File: src/design/beam_consts.svh
// ==================================================
// beamformer constants
// widths, channel count, weight scaling and the
// credit depth shared by the whole beamformer
// ==================================================
`ifndef BEAM_CONSTS_SVH
`define BEAM_CONSTS_SVH

// one sample is a signed 16-bit word
`define BEAM_SAMPLE_WIDTH 16
// each weight part is signed with 7 fraction bits
`define BEAM_WEIGHT_WIDTH 8
`define BEAM_WEIGHT_FRAC 7
// a beat carries eight samples per channel
`define BEAM_SAMPLES 8
`define BEAM_CHANNELS 4
// downstream slots granted after reset, and the width of the count
`define BEAM_OUT_CREDITS 4
`define BEAM_CREDIT_WIDTH 3
// edges from acceptance to output, counting the acceptance edge
`define BEAM_PIPE_DEPTH 4

`endif

File: src/design/frame_sequencer.sv
// ==================================================
// frame sequencer
// input handshake, frame tracking for the weight
// load, and the valid/last tag pipeline
// ==================================================
`default_nettype none
`timescale 1ns/100ps

`include "beam_consts.svh"

module frame_sequencer (
    input  wire  clock,
    input  wire  resetn,
    input  wire  in_valid,
    input  wire  in_last,
    input  wire  credit_available,
    output logic in_ready,
    output logic accept,
    output logic weight_load,
    output logic out_valid,
    output logic out_last
);

    typedef enum logic {
        frame_idle,
        frame_active
    } frame_state_t;

    frame_state_t state;
    logic         ready_en;

    // one bit per pipeline edge, bit 0 is written on the acceptance edge
    logic [`BEAM_PIPE_DEPTH-1:0] valid_pipe;
    logic [`BEAM_PIPE_DEPTH-1:0] last_pipe;

    // ready_en keeps in_ready low until the first edge after reset is released
    always_ff @(posedge clock) begin
        if (!resetn) begin
            ready_en <= 1'b0;
        end else begin
            ready_en <= 1'b1;
        end
    end

    // the sink must have room for every beat the pipeline accepts
    assign in_ready = ready_en && credit_available;
    assign accept   = in_valid && in_ready;

    // a frame starts on the beat after the one that carried in_last
    // the multipliers only load weights when this strobe meets an accept
    assign weight_load = (state == frame_idle);

    always_ff @(posedge clock) begin
        if (!resetn) begin
            state <= frame_idle;
        end else if (accept) begin
            if (in_last) begin
                state <= frame_idle;
            end else begin
                state <= frame_active;
            end
        end
    end

    // the tags shift alongside the datapath so that out_valid and out_last
    // rise with the summed beat on the fourth edge counting the acceptance edge
    always_ff @(posedge clock) begin
        if (!resetn) begin
            valid_pipe <= '0;
            last_pipe  <= '0;
        end else begin
            valid_pipe <= {valid_pipe[`BEAM_PIPE_DEPTH-2:0], accept};
            last_pipe  <= {last_pipe[`BEAM_PIPE_DEPTH-2:0], accept && in_last};
        end
    end

    assign out_valid = valid_pipe[`BEAM_PIPE_DEPTH-1];
    assign out_last  = last_pipe[`BEAM_PIPE_DEPTH-1];

endmodule

`default_nettype wire

File: config.mk
export PLATFORM = sky130hd
export DESIGN_NAME = frame_sequencer
export DESIGN_NICKNAME = d
export VERILOG_FILES = /design/src/design/frame_sequencer.sv
export VERILOG_INCLUDE_DIRS = /design/src /design/src/design
export SDC_FILE = /design/constraint.sdc
export NUM_CORES = 1
export LEC_CHECK = 0
export BUFFER_PORTS_ARGS = -buffer_cell sky130_fd_sc_hd__buf_2
export CORE_AREA = 8 8 45 47
export DETAILED_ROUTE_END_ITERATION = 8
export DIE_AREA = 0 0 53 55
export PLACE_DENSITY = 0.48
export SYNTH_ARGS = -nofsm -noshare
export SYNTH_HDL_FRONTEND = slang
export SYNTH_SLANG_ARGS = --single-unit
File: constraint.sdc
create_clock -name clock -period 0.8 [get_ports clock]
set_input_delay 0.04 -clock clock [delete_from_list [all_inputs] [get_ports clock]]
set_output_delay 0.04 -clock clock [all_outputs]
set_load 0.05 [all_outputs]
==> results_dict.tcl <==
set metrics [dict create \
    numCtsBuffers 3 \
    critical_path.cell_chain "and3_4, buf_8" \
    grt_overflow 0 \
    ff_latch_area_um2 204 \
    multi_input_area_um2 91.3 \
    holdPathStages 2 \
    cp_data_arrival_time_ns 0.91 \
    synthSimpleGateAreaFrac_pct 26.3 \
    synth.area.mux_share_pct 0 \
    cts_max_level 1 \
    layout_min_cycle_time_ns 0.948 \
    ir_drop_mv 0.751 \
    worst-path-buf-inv 1 \
    dr.first_iter.drc_count 0 \
    worst_hold_path.endpoint "last_pipe[0]" \
    drc 0 \
    io_buffer_count 9 \
    synth_fa_ha_area_share_pct 0 \
    hold_viol_final 0 \
    grt_pass1_wl_um 897 \
    critPathCaptureType "primary output" \
    drive_gt1_share_pct 56.8 \
    r2r-end "state" \
    fmax_mhz 1060 \
    mostFrequentLayoutCells "dfxtp_1, and2_1, buf_2" \
    skew_ns 0.00170 \
    start_util_pct 21.0 \
    slew_headroom_pct 91.6 \
    crit_type "register to primary output" \
    root_buffer "clkbuf_4" \
    worst-slew-pin-transition_ns 0.125 \
    cp_max_fo 3 \
    placed_area_um2 355 \
    netlist_area_um2 290 \
    hp-start "in_last" \
    crit_cells 2 \
    die_area_mm2 0.00292 \
    violations "negative setup slack" \
    fin_crit_sh_pct 118 \
    ios 10 \
    cp-start-kind "register" \
    grt_setup_unrepaired "yes" \
    grt_max_degree 11 \
    nNetsFinal 44 \
    report.final.slew_viol_count 0 \
    cts_tree "yes" \
    drt-total-wl_um 526 \
    maxCapViolCount 0 \
    antenna_cells 0 \
    synth_area_per_cell_um2 12.6 \
    clock_sinks 10 \
    drt-wirelength-per-cell_um 9.92 \
    syn-num-nets 28 \
    die_w_um 53 \
    final_common_cell "dfxtp_1" \
    crit_slowest_cell "dfxtp_2" \
    vias_per_cell 3.81 \
    p_leak_nw 0.205 \
    setup_slack_ns -0.148 \
    grt_pass1_vias 215 \
    crit_required_ns 0.76 \
    crit_family "flip-flops" \
    rr_worst_depth 3 \
    rr_startpoint "ready_en" \
    vias 202 \
    clkTransAtPathRegs_ns 0.06 \
    yosysWarnings 0 \
    grtUsageTotal_pct 4.60 \
    yosysSeqAreaShare_pct 69.0 \
    dr.pass1.iters 1 \
    synth_compound_area_share_pct 3.45 \
    hp-class "primary input to register" \
    clk-insertion-delay-late_ns 0.25 \
    ys_types 8 \
    finalInstanceArea_um2 447 \
    power_density_mw_per_mm2 2050 \
    final_antenna_net_count 0 \
    routabilityCongestion 0.646 \
    die_y_um 55 \
    fillCellCount 144 \
    synthCells 23 \
    setup_violations 6 \
    regToRegSetupSlack_ns -0.11 \
    status "finished with violations" \
    synth-xor-area-share_pct 0 \
    clockBufferDepth 2 \
    slowest_delay_ns 0.33 \
    rows 14 \
    core_mm2 0.00138 \
    setup_tns_ns -0.547 \
    area_growth_pct 53.9 \
    synth_top_family_by_area "simple AND/OR/NAND/NOR gates" \
    synth_seq_cells 10 \
    cp-startpoint "ready_en" \
    antenna_found_initial 0 \
]
## per-layer routing
| layer | up-vias | part of all wire [%] | wire, um | GRT usage, % |
|---|---|---|---|---|
| met5 | - | 0 | 0 | 0 |
| met4 | 0 | 0 | 0 | 3.88 |
| met3 | 0 | 15 | 80 | 4.01 |
| met2 | 10 | 44 | 229 | 6.05 |
| met1 | 89 | 41 | 215 | 4.43 |
| li1 | 103 | - | - | - |
## worst max path at each step
stage | to | slack (ns)
after global routing | accept | -0.20
final | accept | -0.15
after detailed placement | accept | -0.02
after global placement | accept | -0.003
after CTS | accept | -0.17
after floorplan | last_pipe[0] | -0.02
## cell usage after synthesis
master	instances	area, um^2
and2_1	6	37.5
and2_2	2	15.0
inv_1	1	3.75
nand4_1	1	6.26
and3_4	1	11.3
o211a_1	1	10.0
and3_1	1	6.26
dfxtp_1	10	200
## state kept, by name, summed over array words and instances, names as in the netlist
register,count
last_pipe,4
valid_pipe,4
ready_en,1
state,1
## cell families (layout without fill, tap and decap cells)
group	Yosys count	count (layout)
buf+inv	1	15
simple gates	11	11
flops	10	10
compound gates	1	1
## where the power goes
part           total [W]  internal, W  switching [W]
Sequential      0.000514     0.000509     0.00000446
Combinational  0.0000901    0.0000412      0.0000489
Clock           0.000310     0.000172       0.000138
## per-stage QoR
| stage | power, W | std cells | hold slack, ns | worst slack [ns] | utilization [%] |
|---|---|---|---|---|---|
| 6_report | 0.000914 | 53 | 0.0886 | -0.148 | 32.3 |
| 4_1_cts | 0.000933 | 53 | 0.0739 | -0.168 | 31.6 |
| 3_3_place_gp | 0.000588 | 48 | 0.248 | -0.00336 | 25.7 |
| 5_1_grt | 0.000982 | 53 | 0.0689 | -0.195 | 32.3 |
| 2_1_floorplan | 0.000563 | 23 | 0.0677 | -0.0229 | - |
| 3_5_place_dp | 0.000589 | 48 | 0.250 | -0.0163 | 25.7 |
## area by class of cell
cell class | instances | area share [%]
Clock buffer | 3 | 5.04
Tap cell | 16 | 4.48
Inverter | 1 | 0.840
Multi-Input combinational cell | 12 | 20.4
Timing Repair Buffer | 11 | 23.5
Sequential cell | 10 | 45.7
## what timing repair did
action                                  in CTS  in global routing
buffers inserted                             1                  0
endpoints found under the setup margin       5                  8
gates resized for setup                     15                  3
endpoints found under the hold margin        1                  0
pin swaps                                    1                  1
hold buffers                                 1                  0
No activity file was read; power rests on OpenSTA's default activity.
