**src/design/beam_consts.svh**
```systemverilog
// ==================================================
// beamformer constants
// widths, channel count, weight scaling and the
// credit depth shared by the whole beamformer
// ==================================================
`ifndef BEAM_CONSTS_SVH
`define BEAM_CONSTS_SVH

// one sample is a signed 16-bit word
`define BEAM_SAMPLE_WIDTH 16
// each weight part is signed with 7 fraction bits
`define BEAM_WEIGHT_WIDTH 8
`define BEAM_WEIGHT_FRAC 7
// a beat carries eight samples per channel
`define BEAM_SAMPLES 8
`define BEAM_CHANNELS 4
// downstream slots granted after reset, and the width of the count
`define BEAM_OUT_CREDITS 4
`define BEAM_CREDIT_WIDTH 3
// edges from acceptance to output, counting the acceptance edge
`define BEAM_PIPE_DEPTH 4

`endif

```
**src/design/beam_pkg.sv**
```systemverilog
// ==================================================
// beamformer types
// sample, weight and beat types for the datapath
// ==================================================
`default_nettype none

package beam_pkg;

    `include "beam_consts.svh"

    // a signed sample as it arrives from one antenna channel
    typedef logic signed [`BEAM_SAMPLE_WIDTH-1:0] sample_t;

    // one part of a complex weight, in fixed point with BEAM_WEIGHT_FRAC fraction bits
    typedef logic signed [`BEAM_WEIGHT_WIDTH-1:0] weight_t;

    // eight samples that travel together in one beat
    typedef sample_t [`BEAM_SAMPLES-1:0] beat_t;

    // one beat per channel, index 0 is channel 0
    typedef beat_t [`BEAM_CHANNELS-1:0] chan_beats_t;

    // one weight part per channel
    typedef weight_t [`BEAM_CHANNELS-1:0] chan_weights_t;

endpackage

`default_nettype wire

```
**src/design/channel_sum_adder.sv**
```systemverilog
// ==================================================
// channel sum adder
// adds the weighted channels sample by sample into
// one registered beam beat
// ==================================================
`default_nettype none
`timescale 1ns/100ps

`include "beam_consts.svh"

module channel_sum_adder (
    input  wire                   clock,
    input  wire                   resetn,
    input  wire beam_pkg::chan_beats_t chan_real,
    input  wire beam_pkg::chan_beats_t chan_imag,
    output beam_pkg::beat_t       sum_real,
    output beam_pkg::beat_t       sum_imag
);

    import beam_pkg::*;

    beat_t acc_real;
    beat_t acc_imag;

    // each sample lane accumulates in its own 16-bit slot
    // so any carry out of a lane is simply lost and the sum wraps
    always_comb begin
        acc_real = '0;
        acc_imag = '0;
        for (int c = 0; c < `BEAM_CHANNELS; c++) begin
            for (int s = 0; s < `BEAM_SAMPLES; s++) begin
                acc_real[s] = acc_real[s] + chan_real[c][s];
                acc_imag[s] = acc_imag[s] + chan_imag[c][s];
            end
        end
    end

    // stage 4 of the datapath, which lines up with out_valid
    always_ff @(posedge clock) begin
        if (!resetn) begin
            sum_real <= '0;
            sum_imag <= '0;
        end else begin
            sum_real <= acc_real;
            sum_imag <= acc_imag;
        end
    end

endmodule

`default_nettype wire

```
**config.mk**
```make
export PLATFORM = sky130hd
export DESIGN_NAME = channel_sum_adder
export DESIGN_NICKNAME = d
export VERILOG_FILES = /design/src/design/beam_pkg.sv /design/src/design/channel_sum_adder.sv
export VERILOG_INCLUDE_DIRS = /design/src /design/src/design
export SDC_FILE = /design/constraint.sdc
export NUM_CORES = 2
export LEC_CHECK = 0
export BUFFER_PORTS_ARGS = -buffer_cell sky130_fd_sc_hd__buf_2
export CORE_AREA = 5 5 493 495
export DETAILED_ROUTE_END_ITERATION = 16
export DIE_AREA = 0 0 498 500
export HOLD_SLACK_MARGIN = 0.03
export PLACE_DENSITY = 0.31
export SLEW_MARGIN = 30
export SYNTH_ARGS = -nofsm -noshare
export SYNTH_HDL_FRONTEND = slang
export SYNTH_SLANG_ARGS = --single-unit
```
**constraint.sdc**
```tcl
create_clock -name clock -period 5.3 [get_ports clock]
set_clock_uncertainty 0.15 [all_clocks]
set_input_delay 0.265 -clock clock [delete_from_list [all_inputs] [get_ports clock]]
set_output_delay 0.265 -clock clock [all_outputs]
set_load 0.02 [all_outputs]
```
==> out/qor.txt <==
number of flops mapped to enable cells by yosys: 0
# resized after CTS: 0
crit path DAT: 3.82 ns
largest net degree at the start of global routing: 86
initial antenna violation count: 72
Num CTS Buffers: 47
#FFs+latches synth: 256
Max Clock Freq: 290 MHz
1st-iter DRT viols: 1222
CP bufs+invs: 2
kind of critical path: input port to register
Max Cap Viol: 0
Mapped Area: 30900 um2
Worst Setup End Kind: register
Hold Path Origin: chan_real[497]
Reg power frac: 0.176
clock share of power: 0.191
area grow syn2layout: 40.7%
vias after detailed routing: 28404
critical path required time: 5.68 ns
Final Power: 0.0171 W
post-DR vias/cell: 3.46
# setup viols final: 0
status: finished clean
Yosys cell types: 64
CP max stage delay: 0.68 ns
DR pass1 iterations: 5
GPL Wtd Cong: 0.949
VDD IR-drop max: 0.000198 V
antenna-violating nets left: 0
Initial Utilization: 0.130
first-pass GRT wire length: 244 mm
Finished Layout Cells: 8217
Synth Net Count: 5382
worst hold stages: 4
Chip Width: 498 um
worst-path maximum fanout: 4
combinational share of power: 0.632
Tmin final: 3.44 ns
H-tree Lvls: 2
die area: 249000 um2
Sw Share: 0.490
Rel. slew slack: 0.403
# DRC: 0
Int Pwr: 0.00873 W
setup_tns: 0 ns
gr usage total: 0.138
Post-Synthesis Cells: 3636
CTS tree: yes
# clock sinks: 256
# rows: 179
Final Hold Fails: 0
total core area: 237000 um2
CTS Hold Buffers Added: 60
Post-synth ARST share: 0
main area contributors after synthesis: fa_1, dfxtp_1, inv_1, ha_1, xnor2_1
Final period util: 0.650
register area share after synthesis: 0.166
Worst Hold End: sum_real[113]$_SDFF_PN0_
Post-CTS Setup Bufs: 0
RSZ-0062 raised after global routing: no
top cell type's share of synthesized area: 0.311
nets: 6746
CP max-delay cell: o21ai_0
switching pwr: 0.00839 W
CTS Root Cell: clkbuf_16
Post-DP HPWL: 161 mm
Design Area, Final: 43500 um2
wire per inst: 21.4 um
placed cell area: 41200 um2
count of yosys warnings during synthesis: 0
clock-pin slew on the worst setup and hold paths: 0.05 ns
leakage power: 23.9 nW
placed cell count: 8058
crit path launch type: input port
Most used DFF post-synth: dfxtp_1
WL final: 176 mm
Mean Syn Cell Area: 8.50 um2
Tightest Pin Transition: 0.889 ns
fraction of layout cells with a size suffix above 1: 0.276
CP delay by family, top: adder cells
clk buf depth: 3
Yosys top cell by area: fa_1
port bufs: 1281
grt total ovfl: 0
PwrDens: 394 nW/um2
Die Span Y: 500 um
vias in the first global route: 31588
ordered list of cells on the worst path: dlygate4sd3_1 > buf_2 > fa_1 > ha_1 > fa_1 > a211oi_1 > nor2_1 > o21ai_0 > o21ai_0 > xnor2_1 > nor2_1
worst hold path class: input port to register
IO Count: 1282
Final Max Slew Viols: 0
==> placed cells by master (no fill, tap or decap), drive strengths merged, types with 32 or more instances in the layout <==
master | netlist | final
nand3 | 34 | 34
a211oi | 53 | 53
nor2 | 245 | 245
o21ai | 114 | 114
clkbuf | 33 | 64
buf | 3 | 1291
nand2 | 94 | 94
xnor2 | 166 | 166
fa | 480 | 480
and2 | 63 | 63
inv | 1286 | 1290
xor2 | 65 | 65
nor3 | 32 | 32
ha | 240 | 240
dfxtp | 256 | 256
dlygate4sd3 | 0 | 60
a21o | 69 | 69
a21oi | 139 | 139
==> layout make-up <==
type	count	area (um2)
fillers	27225	194000
repair buffers	1351	7110
clock inverters	23	280
inverters	1286	4830
diodes	12	30.0
flip-flops and latches	256	5120
multi-input cells	2058	20800
well taps	3167	3960
clock buffers	64	1330
==> synth_stat cells, types with 20 or more instances <==
cell and number:
and2_1 63, o21a_1 27, ha_1 240, dfxtp_1 256, nand2b_1 20, o21ai_0 110, o21bai_1 28, clkbuf_1 33
fa_1 480, nor3_1 32, nand2_1 94, and3_1 24, a21o_1 69, inv_1 1286, nand4_1 21, xor2_1 65
nand3_1 34, a211oi_1 53, a21oi_1 138, nor2_1 245, xnor2_1 166
==> stage by stage <==
step / utilization / setup WS, ns / hold WS (ns)
after detailed placement: 0.174 / 1.18 / 0.454
after CTS: 0.183 / 1.94 / 0.0318
after floorplan: - / 1.88 / 0.347
after global routing: 0.183 / 1.71 / 0.0556
final: 0.183 / 1.86 / 0.117
after global placement: 0.174 / 1.21 / 0.461
==> flip-flops by register name (all words and copies together) (netlist names) <==
register,cells
sum_imag,128
sum_real,128
==> per-layer routing <==
metal	up-vias	track usage	wire (um)
met5	-	0	240
met4	38	0.0281	3720
met3	192	0.0462	14300
met2	1055	0.251	89000
met1	13576	0.157	69000
li1	13543	-	-
==> kinds of logic after synthesis <==
group | count (synthesis) | synth area share
flops | 256 | 0.166
simple gates | 572 | 0.0869
compound gates | 524 | 0.109
buf+inv | 1322 | 0.161
fa+ha+maj | 720 | 0.408
xor+xnor | 231 | 0.0655
mux | 11 | 0.00373
==> power groups by stage <==
stage	clock (W)	sequential, W	combinational [W]
3_3_place_gp	0	0.00308	0.0111
5_1_grt	0.00355	0.00311	0.0121
6_report	0.00327	0.00302	0.0108
4_1_cts	0.00351	0.00306	0.0112
3_5_place_dp	0	0.00308	0.0111
2_1_floorplan	0	0.00400	0.00548
==> worst min-delay path, stage by stage <==
cell	delay [ns]
buf_2	0.11
fa_1	0.24
ha_1	0.13
and2_1	0.11
==> worst max path at each step <==
stage                   start                  endpoint  cells after the start
4_1_cts          chan_real[1]   sum_real[15]$_SDFF_PN0_                     12
2_1_floorplan   chan_imag[97]  sum_imag[111]$_SDFF_PN0_                     12
5_1_grt         chan_imag[97]  sum_imag[107]$_SDFF_PN0_                     13
6_report       chan_real[417]   sum_real[47]$_SDFF_PN0_                     11
3_3_place_gp   chan_real[113]  sum_real[127]$_SDFF_PN0_                     14
3_5_place_dp     chan_real[1]   sum_real[15]$_SDFF_PN0_                     12
(Power assumes the default switching activity.)
