## config.mk

```make
export PLATFORM = sky130hd
export DESIGN_NAME = output_credit_counter
export DESIGN_NICKNAME = d
export VERILOG_FILES = /design/src/design/output_credit_counter.sv
export VERILOG_INCLUDE_DIRS = /design/src /design/src/design
export SDC_FILE = /design/constraint.sdc
export NUM_CORES = 1
export LEC_CHECK = 0
export BUFFER_PORTS_ARGS = -buffer_cell sky130_fd_sc_hd__buf_4
export CAP_MARGIN = 25
export CORE_AREA = 2 2 39 41
export DETAILED_ROUTE_END_ITERATION = 10
export DIE_AREA = 0 0 41 43
export PLACE_DENSITY = 0.36
export RECOVER_POWER = 25
export SYNTH_ARGS = -nofsm -noshare
export SYNTH_HDL_FRONTEND = slang
export SYNTH_SLANG_ARGS = --single-unit
```

## constraint.sdc

```tcl
create_clock -name clock -period 1.8 [get_ports clock]
set_clock_uncertainty 0.1 [all_clocks]
set_input_delay 0.18 -clock clock [delete_from_list [all_inputs] [get_ports clock]]
set_output_delay 0.18 -clock clock [all_outputs]
set_load 0.01 [all_outputs]
```

## src/design/beam_consts.svh

```systemverilog
// ==================================================
// beamformer constants
// widths, channel count, weight scaling and the
// credit depth shared by the whole beamformer
// ==================================================
`ifndef BEAM_CONSTS_SVH
`define BEAM_CONSTS_SVH

// one sample is a signed 16-bit word
`define BEAM_SAMPLE_WIDTH 16
// each weight part is signed with 7 fraction bits
`define BEAM_WEIGHT_WIDTH 8
`define BEAM_WEIGHT_FRAC 7
// a beat carries eight samples per channel
`define BEAM_SAMPLES 8
`define BEAM_CHANNELS 4
// downstream slots granted after reset, and the width of the count
`define BEAM_OUT_CREDITS 4
`define BEAM_CREDIT_WIDTH 3
// edges from acceptance to output, counting the acceptance edge
`define BEAM_PIPE_DEPTH 4

`endif

```

## src/design/output_credit_counter.sv

```systemverilog
// ==================================================
// output credit counter
// tracks the free slots of the downstream sink
// ==================================================
`default_nettype none
`timescale 1ns/100ps

`include "beam_consts.svh"

module output_credit_counter #(
    parameter int max_credits = `BEAM_OUT_CREDITS
) (
    input  wire  clock,
    input  wire  resetn,
    input  wire  accept,
    input  wire  credit_return,
    output logic credit_available
);

    logic [`BEAM_CREDIT_WIDTH-1:0] credit_count;

    // the sink owns max_credits slots when it leaves reset
    // an accepted beat takes a slot at once, while it is still in the pipeline
    // a returned credit hands one slot back
    always_ff @(posedge clock) begin
        if (!resetn) begin
            credit_count <= `BEAM_CREDIT_WIDTH'(max_credits);
        end else begin
            case ({accept, credit_return})
                2'b10:   credit_count <= credit_count - 1'b1;
                2'b01:   credit_count <= credit_count + 1'b1;
                // a take and a return on the same edge cancel out
                default: credit_count <= credit_count;
            endcase
        end
    end

    // no accept can happen without a free slot
    assign credit_available = (credit_count != '0);

endmodule

`default_nettype wire

```

==> impl_metrics.yaml, run 1 <==
outcome:
  status: "finished, final reports clean"
clocking:
  clkLatencyLatePin_ps: 230
  clock_tree.root_cell: "clkbuf_4"
  clk_pin_slew_ps: 40
  cts_setup_buffers: 0
  holdBufCountCts: 0
  numCtsBuffers: 3
  postCtsResizedCells: 0
  htreeDepth: 1
  ctsLongestPathBuffers: 2
  cts_tree: "done"
  cts_sinks: 3
sta:
  finalMaxSlewViolations: 0
  max-slew-margin-rel_pct: 89.7
  finalSetupTns_ps: 0
  setup_viol: 0
  max_clock_freq_mhz: 686
  worst_pin_slew_ps: 153
  final_hold_viol_count: 0
  rsz0062_at_grt: "false"
  fin_crit_ps: 1460
  hold_ws_ps: 45.6
  timing.final.crit_share_pct: 81.0
detailed_routing:
  totalWireLength_um: 269
  drc: 0
  ant_nets: 0
  first_pass_iters: 2
  num_vias: 140
  drtIter0Drc: 1
  via_per_inst: 3.50
  wl_per_cell_um: 6.73
placed_design:
  gp_congestion: 0.550
  portBuffers: 4
worst_setup_path:
  path_max_fanout: 3
  slowest_stage: "fa_1"
  crit_chain: "fa_1 -> xor2_1 -> or3_1 -> nand3_1"
  worst-r2r-setup-slack_ps: 340
  crit_type: "reg2reg"
  required_ps: 1870
  cp-start-kind: "flip-flop"
  cpPeakStageDelay_ps: 430
  cp.arrival_ps: 1530
  endpoint_kind: "flip-flop"
grt:
  antenna_found_initial: 0
  top_usage_layer: "met4"
  grt_max_degree: 5
  gr-usage-met3_pct: 3.14
  grt_pass1_wl_um: 634
  track_usage_pct: 6.22
  met2_usage_pct: 7.19
  first_global_vias: 162
  grt-ovfl-total: 0
  grt_util_met1_pct: 5.79
pwr:
  p_sw_mw: 0.0681
  peakVddDrop_v: 0.000174
  power_density_mw_per_mm2: 1100
  seqPwrFrac_pct: 34.2
  p_leak_nw: 0.105
  swShare_pct: 25.9
  clkPwrFrac_pct: 44.2
  power_frac_comb_pct: 21.6
  internal_power_mw: 0.195
hold_path:
  hold_path_class: "in2reg"
cells_and_area:
  n_antenna_cell: 0
  largest_reg_flops: 3
  drive_gt1_share_pct: 29.2
  largestRegisters: "credit_count: 3 flops"
  top_register: "credit_count"
  area_delta_synth_final_pct: 46.9
  fin_util_pct: 17.3
  final_net_count: 31
  fillerInstances: 162
yosys:
  netlist.area_leader.share_pct: 36.9
  yosys-top-cells-count: "dfxtp_1, inv_1, or3_1"
  yosys_register_bits: 3
  ys_async_sr_fraction_pct: 0
  ys_seq_area_share_pct: 36.9
  yosysTopAreaCell: "dfxtp_1"
  synth_area_per_cell_um2: 10.2
  yosysWarnings: 0
  synth_area_leaders: "dfxtp_1, fa_1, ha_1, or3_1, mux2i_1"
  synth_cells: 16
  ys.flop_type: "dfxtp_1"
  synth.distinct_cells: 12
  synth-edff-count: 0
  syn_area_um2: 163
  synth_most_common_cell: "dfxtp_1"
  synth_nets: 22
floorplanning:
  die_h_um: 43
  fp.dieArea_mm2: 0.00176
  initial_utilization_pct: 11.8
  rows: 14
  ios: 5
  die_w_um: 41
  core_mm2: 0.00138
flow_run:
  cap_violations: 0
final timing paths:
path	from	endpoint	cells past startpoint
setup / recovery	credit_count[0]$_SDFFE_PN0P_	credit_count[2]$_SDFFE_PN1P_	4
hold / removal	resetn	credit_count[2]$_SDFFE_PN1P_	2
setup reg to reg	credit_count[0]$_SDFFE_PN0P_	credit_count[2]$_SDFFE_PN1P_	4
hold reg to reg	credit_count[2]$_SDFFE_PN1P_	credit_count[2]$_SDFFE_PN1P_	2
cell families (layout without fill, tap and decap cells):
group | after synthesis | count (layout) | synth area share, %
and+or+nand+nor | 5 | 5 | 18.5
xor gates and xnor gates | 2 | 2 | 10.8
muxes | 1 | 1 | 6.15
AOI/OAI and AO/OA | 1 | 1 | 3.07
DFF | 3 | 3 | 36.9
adders and majority gates | 2 | 2 | 20.0
buffers and inverters | 2 | 10 | 4.62
layout by cell type, fill, tap and decap left out, drive strengths merged:
master / instances
xor2: 1
o21ai: 1
ha: 1
and2: 1
inv: 2
fa: 1
buf: 4
clkbuf: 4
nor2b: 1
dfxtp: 3
nand3: 1
mux2i: 1
or3: 2
xnor2: 1
per-stage QoR:
step | cell area [um2] | instances | setup slack [ps] | total power, mW
global placement | 213 | 36 | 169 | 0.149
floorplan | 163 | 16 | 330 | 0.130
finish | 239 | 40 | 341 | 0.263
CTS | 239 | 40 | 334 | 0.268
global route | 239 | 40 | 239 | 0.294
detailed placement | 213 | 36 | 166 | 0.149
critical path: cells and delay by family (launching register included):
kind | cells | cell delay (ps)
adders and majority gates | 1 | 430
and+or+nand+nor | 2 | 380
DFF | 1 | 330
xor gates and xnor gates | 1 | 150
final cells by class:
cell class                      count  area (um2)  area share (%)
Sequential cell                     3        60.1            25.1
Inverter                            2        7.51            3.14
Tap cell                           16        20.0            8.38
Timing Repair Buffer                4        30.0            12.6
Multi-Input combinational cell     11        95.1            39.8
Clock buffer                        4        26.3            11.0
layer usage:
layer / up-vias / part of all wire [%]
met5: - / 0
li1: 67 / -
met1: 68 / 34
met4: 0 / 3.3
met3: 2 / 2.6
met2: 3 / 59
power by group through the flow:
| stage | clock network (mW) | registers, mW | logic, mW |
|---|---|---|---|
| after CTS | 0.119 | 0.0903 | 0.0581 |
| after global placement | 0 | 0.0914 | 0.0574 |
| after detailed placement | 0 | 0.0914 | 0.0578 |
| final | 0.116 | 0.0900 | 0.0570 |
| after floorplan | 0 | 0.0888 | 0.0413 |
| after global routing | 0.130 | 0.0927 | 0.0710 |
Power figures use the tool's default switching activity.
==> run 2: changes to the inputs <==
--- a/config.mk
+++ b/config.mk
@@ -6,12 +6,13 @@
 export SDC_FILE = /design/constraint.sdc
 export NUM_CORES = 1
 export LEC_CHECK = 0
+export ABC_AREA = 1
 export BUFFER_PORTS_ARGS = -buffer_cell sky130_fd_sc_hd__buf_4
 export CAP_MARGIN = 25
 export CORE_AREA = 2 2 39 41
 export DETAILED_ROUTE_END_ITERATION = 10
 export DIE_AREA = 0 0 41 43
-export PLACE_DENSITY = 0.36
+export PLACE_DENSITY = 0.37
 export RECOVER_POWER = 25
 export SYNTH_ARGS = -nofsm -noshare
 export SYNTH_HDL_FRONTEND = slang
==> constraint.sdc (replaced) <==
create_clock -name clock -period 1.5 [get_ports clock]
set_clock_uncertainty 0.1 [all_clocks]
set_input_delay 0.15 -clock clock [delete_from_list [all_inputs] [get_ports clock]]
set_output_delay 0.15 -clock clock [all_outputs]
set_load 0.01 [all_outputs]
==> run 2 against run 1 <==
- sequential cell count unchanged
- clock power is 18% higher
- cell area grew 5.2%
- worst hold slack got worse by 2.7 ps
- total power increased by 14%
- sequential power grew 11%
- critical path depth up 1
- first-iteration DRC count did not move
- non-clock buffer count did not move
- register-to-register slack worse by 120 ps
==> impl_metrics.yaml, run 2 <==
yosys:
  synth_most_common_cell: "inv_1"
  synth_nets: 30
  ys_seq_area_share_pct: 34.3
  synth_cells: 24
  synth-edff-count: 0
  netlist.area_leader.share_pct: 34.3
  ys_async_sr_fraction_pct: 0
  yosys_register_bits: 3
  synth.distinct_cells: 12
  yosys-top-cells-count: "inv_1, dfxtp_1, nand2_1, nor2_1"
  ys.flop_type: "dfxtp_1"
  synth_area_per_cell_um2: 7.30
  synth_area_leaders: "dfxtp_1, fa_1, inv_1, ha_1, nand2_1"
  syn_area_um2: 175
  yosysWarnings: 0
  yosysTopAreaCell: "dfxtp_1"
clocking:
  clk_pin_slew_ps: 30
  numCtsBuffers: 3
  holdBufCountCts: 0
  clkLatencyLatePin_ps: 230
  cts_tree: "done"
  htreeDepth: 1
  postCtsResizedCells: 0
  ctsLongestPathBuffers: 2
  clock_tree.root_cell: "clkbuf_4"
  cts_sinks: 3
  cts_setup_buffers: 0
floorplanning:
  rows: 14
  ios: 5
  die_h_um: 43
  core_mm2: 0.00138
  initial_utilization_pct: 12.7
  fp.dieArea_mm2: 0.00176
  die_w_um: 41
grt:
  grt-ovfl-total: 0
  grt_pass1_wl_um: 531
  grt_max_degree: 5
  antenna_found_initial: 0
  first_global_vias: 161
  track_usage_pct: 5.32
detailed_routing:
  ant_nets: 0
  drc: 0
  via_per_inst: 3.46
  first_pass_iters: 2
  num_vias: 166
  drtIter0Drc: 1
  totalWireLength_um: 319
  wl_per_cell_um: 6.65
worst_setup_path:
  cp-start-kind: "flip-flop"
  r2r_start: "credit_count[0]$_SDFFE_PN0P_"
  path_delay_family: "adder cells"
  crit_chain: "fa_1 -> nand2_2 -> nand3_1 -> nand2_1 -> nand3_1"
  endpoint_kind: "flip-flop"
  cpMostUsedCell: "nand3_1"
  slowest_stage: "fa_1"
  crit_buf_inv: 0
  path_max_fanout: 2
  crit_type: "reg2reg"
  cpPeakStageDelay_ps: 460
  startpoint: "credit_count[0]$_SDFFE_PN0P_"
  cp.arrival_ps: 1290
  required_ps: 1510
hold_path:
  hold_path_class: "in2reg"
  hp-start: "resetn"
placed_design:
  dp_hpwl_um: 270
  gp_congestion: 0.779
  portBuffers: 4
  place_ws_ps: 53.3
flow_run:
  cap_violations: 0
sta:
  max-slew-margin-rel_pct: 90.6
  max_clock_freq_mhz: 780
  final_hold_viol_count: 0
  rsz0062_at_grt: "false"
  fin_crit_ps: 1280
  setup_viol: 0
  finalSetupTns_ps: 0
  worst_slack_ps: 218
  finalMaxSlewViolations: 0
  worst_pin_slew_ps: 139
  timing.final.crit_share_pct: 85.5
cells_and_area:
  area_delta_synth_final_pct: 43.6
  largestRegisters: "credit_count: 3 flops"
  final_cell_mix: "inv_1, buf_4"
  multi_input_area_um2: 92.6
  drive_gt1_share_pct: 28.1
  seqCellArea_um2: 60.1
  fillerInstances: 161
  n_antenna_cell: 0
  final_net_count: 39
  final_common_cell: "inv_1"
  largest_reg_flops: 3
  top_register: "credit_count"
pwr:
  peakVddDrop_v: 0.000382
  p_leak_nw: 0.128
  power_density_mw_per_mm2: 1190
outcome:
  status: "finished, final reports clean"
## run 2: metal layers
metal,vias to the layer above,part of all wire (%),GRT usage (%)
met5,-,0,0
met3,2,1.6,1.57
met1,72,46,5.45
met2,1,50,5.63
li1,91,-,-
met4,0,2.5,10.0
## run 2: final cells by class
type	count	share of cell area [%]
tap	16	7.96
multi-input combinational	15	36.8
timing repair buffer	4	11.9
inverter	6	8.96
clock buffer	4	10.4
sequential	3	23.9
## run 2: worst paths after layout
path,endpoint,slack (ps),cells after the start
setup / recovery,credit_count[2]$_SDFFE_PN1P_,220,5
hold / removal,credit_count[2]$_SDFFE_PN1P_,40,2
setup reg to reg,credit_count[2]$_SDFFE_PN1P_,220,5
hold reg to reg,credit_count[2]$_SDFFE_PN1P_,380,2
## run 2: through the flow
step           cells  hold slack, ps  power (mW)  cell area [um2]  util, %
2_1_floorplan     24             135       0.144              175        -
3_3_place_gp      44             283       0.164              225     16.3
3_5_place_dp      44             279       0.165              225     16.3
4_1_cts           48            32.8       0.310              251     18.2
5_1_grt           48            40.9       0.327              251     18.2
6_report          48            42.9       0.299              251     18.2
## run 2: cells by family (layout without fill, tap and decap cells)
family                   count (synthesis)  in the layout  synth area share (%)
adder cells (fa/ha/maj)                  2              2                  18.6
AO/OA/AOI/OAI                            3              3                  8.57
buffers and inverters                    6             14                  12.9
flip-flops                               3              3                  34.3
AND/OR/NAND/NOR                         10             10                  25.7
## run 2: power breakdown
| part | internal, mW | total [mW] | switching [mW] |
|---|---|---|---|
| clock | 0.0994 | 0.137 | 0.0377 |
| sequential | 0.0915 | 0.100 | 0.00852 |
| combinational | 0.0293 | 0.0621 | 0.0328 |
| total | 0.220 | 0.299 | 0.0791 |
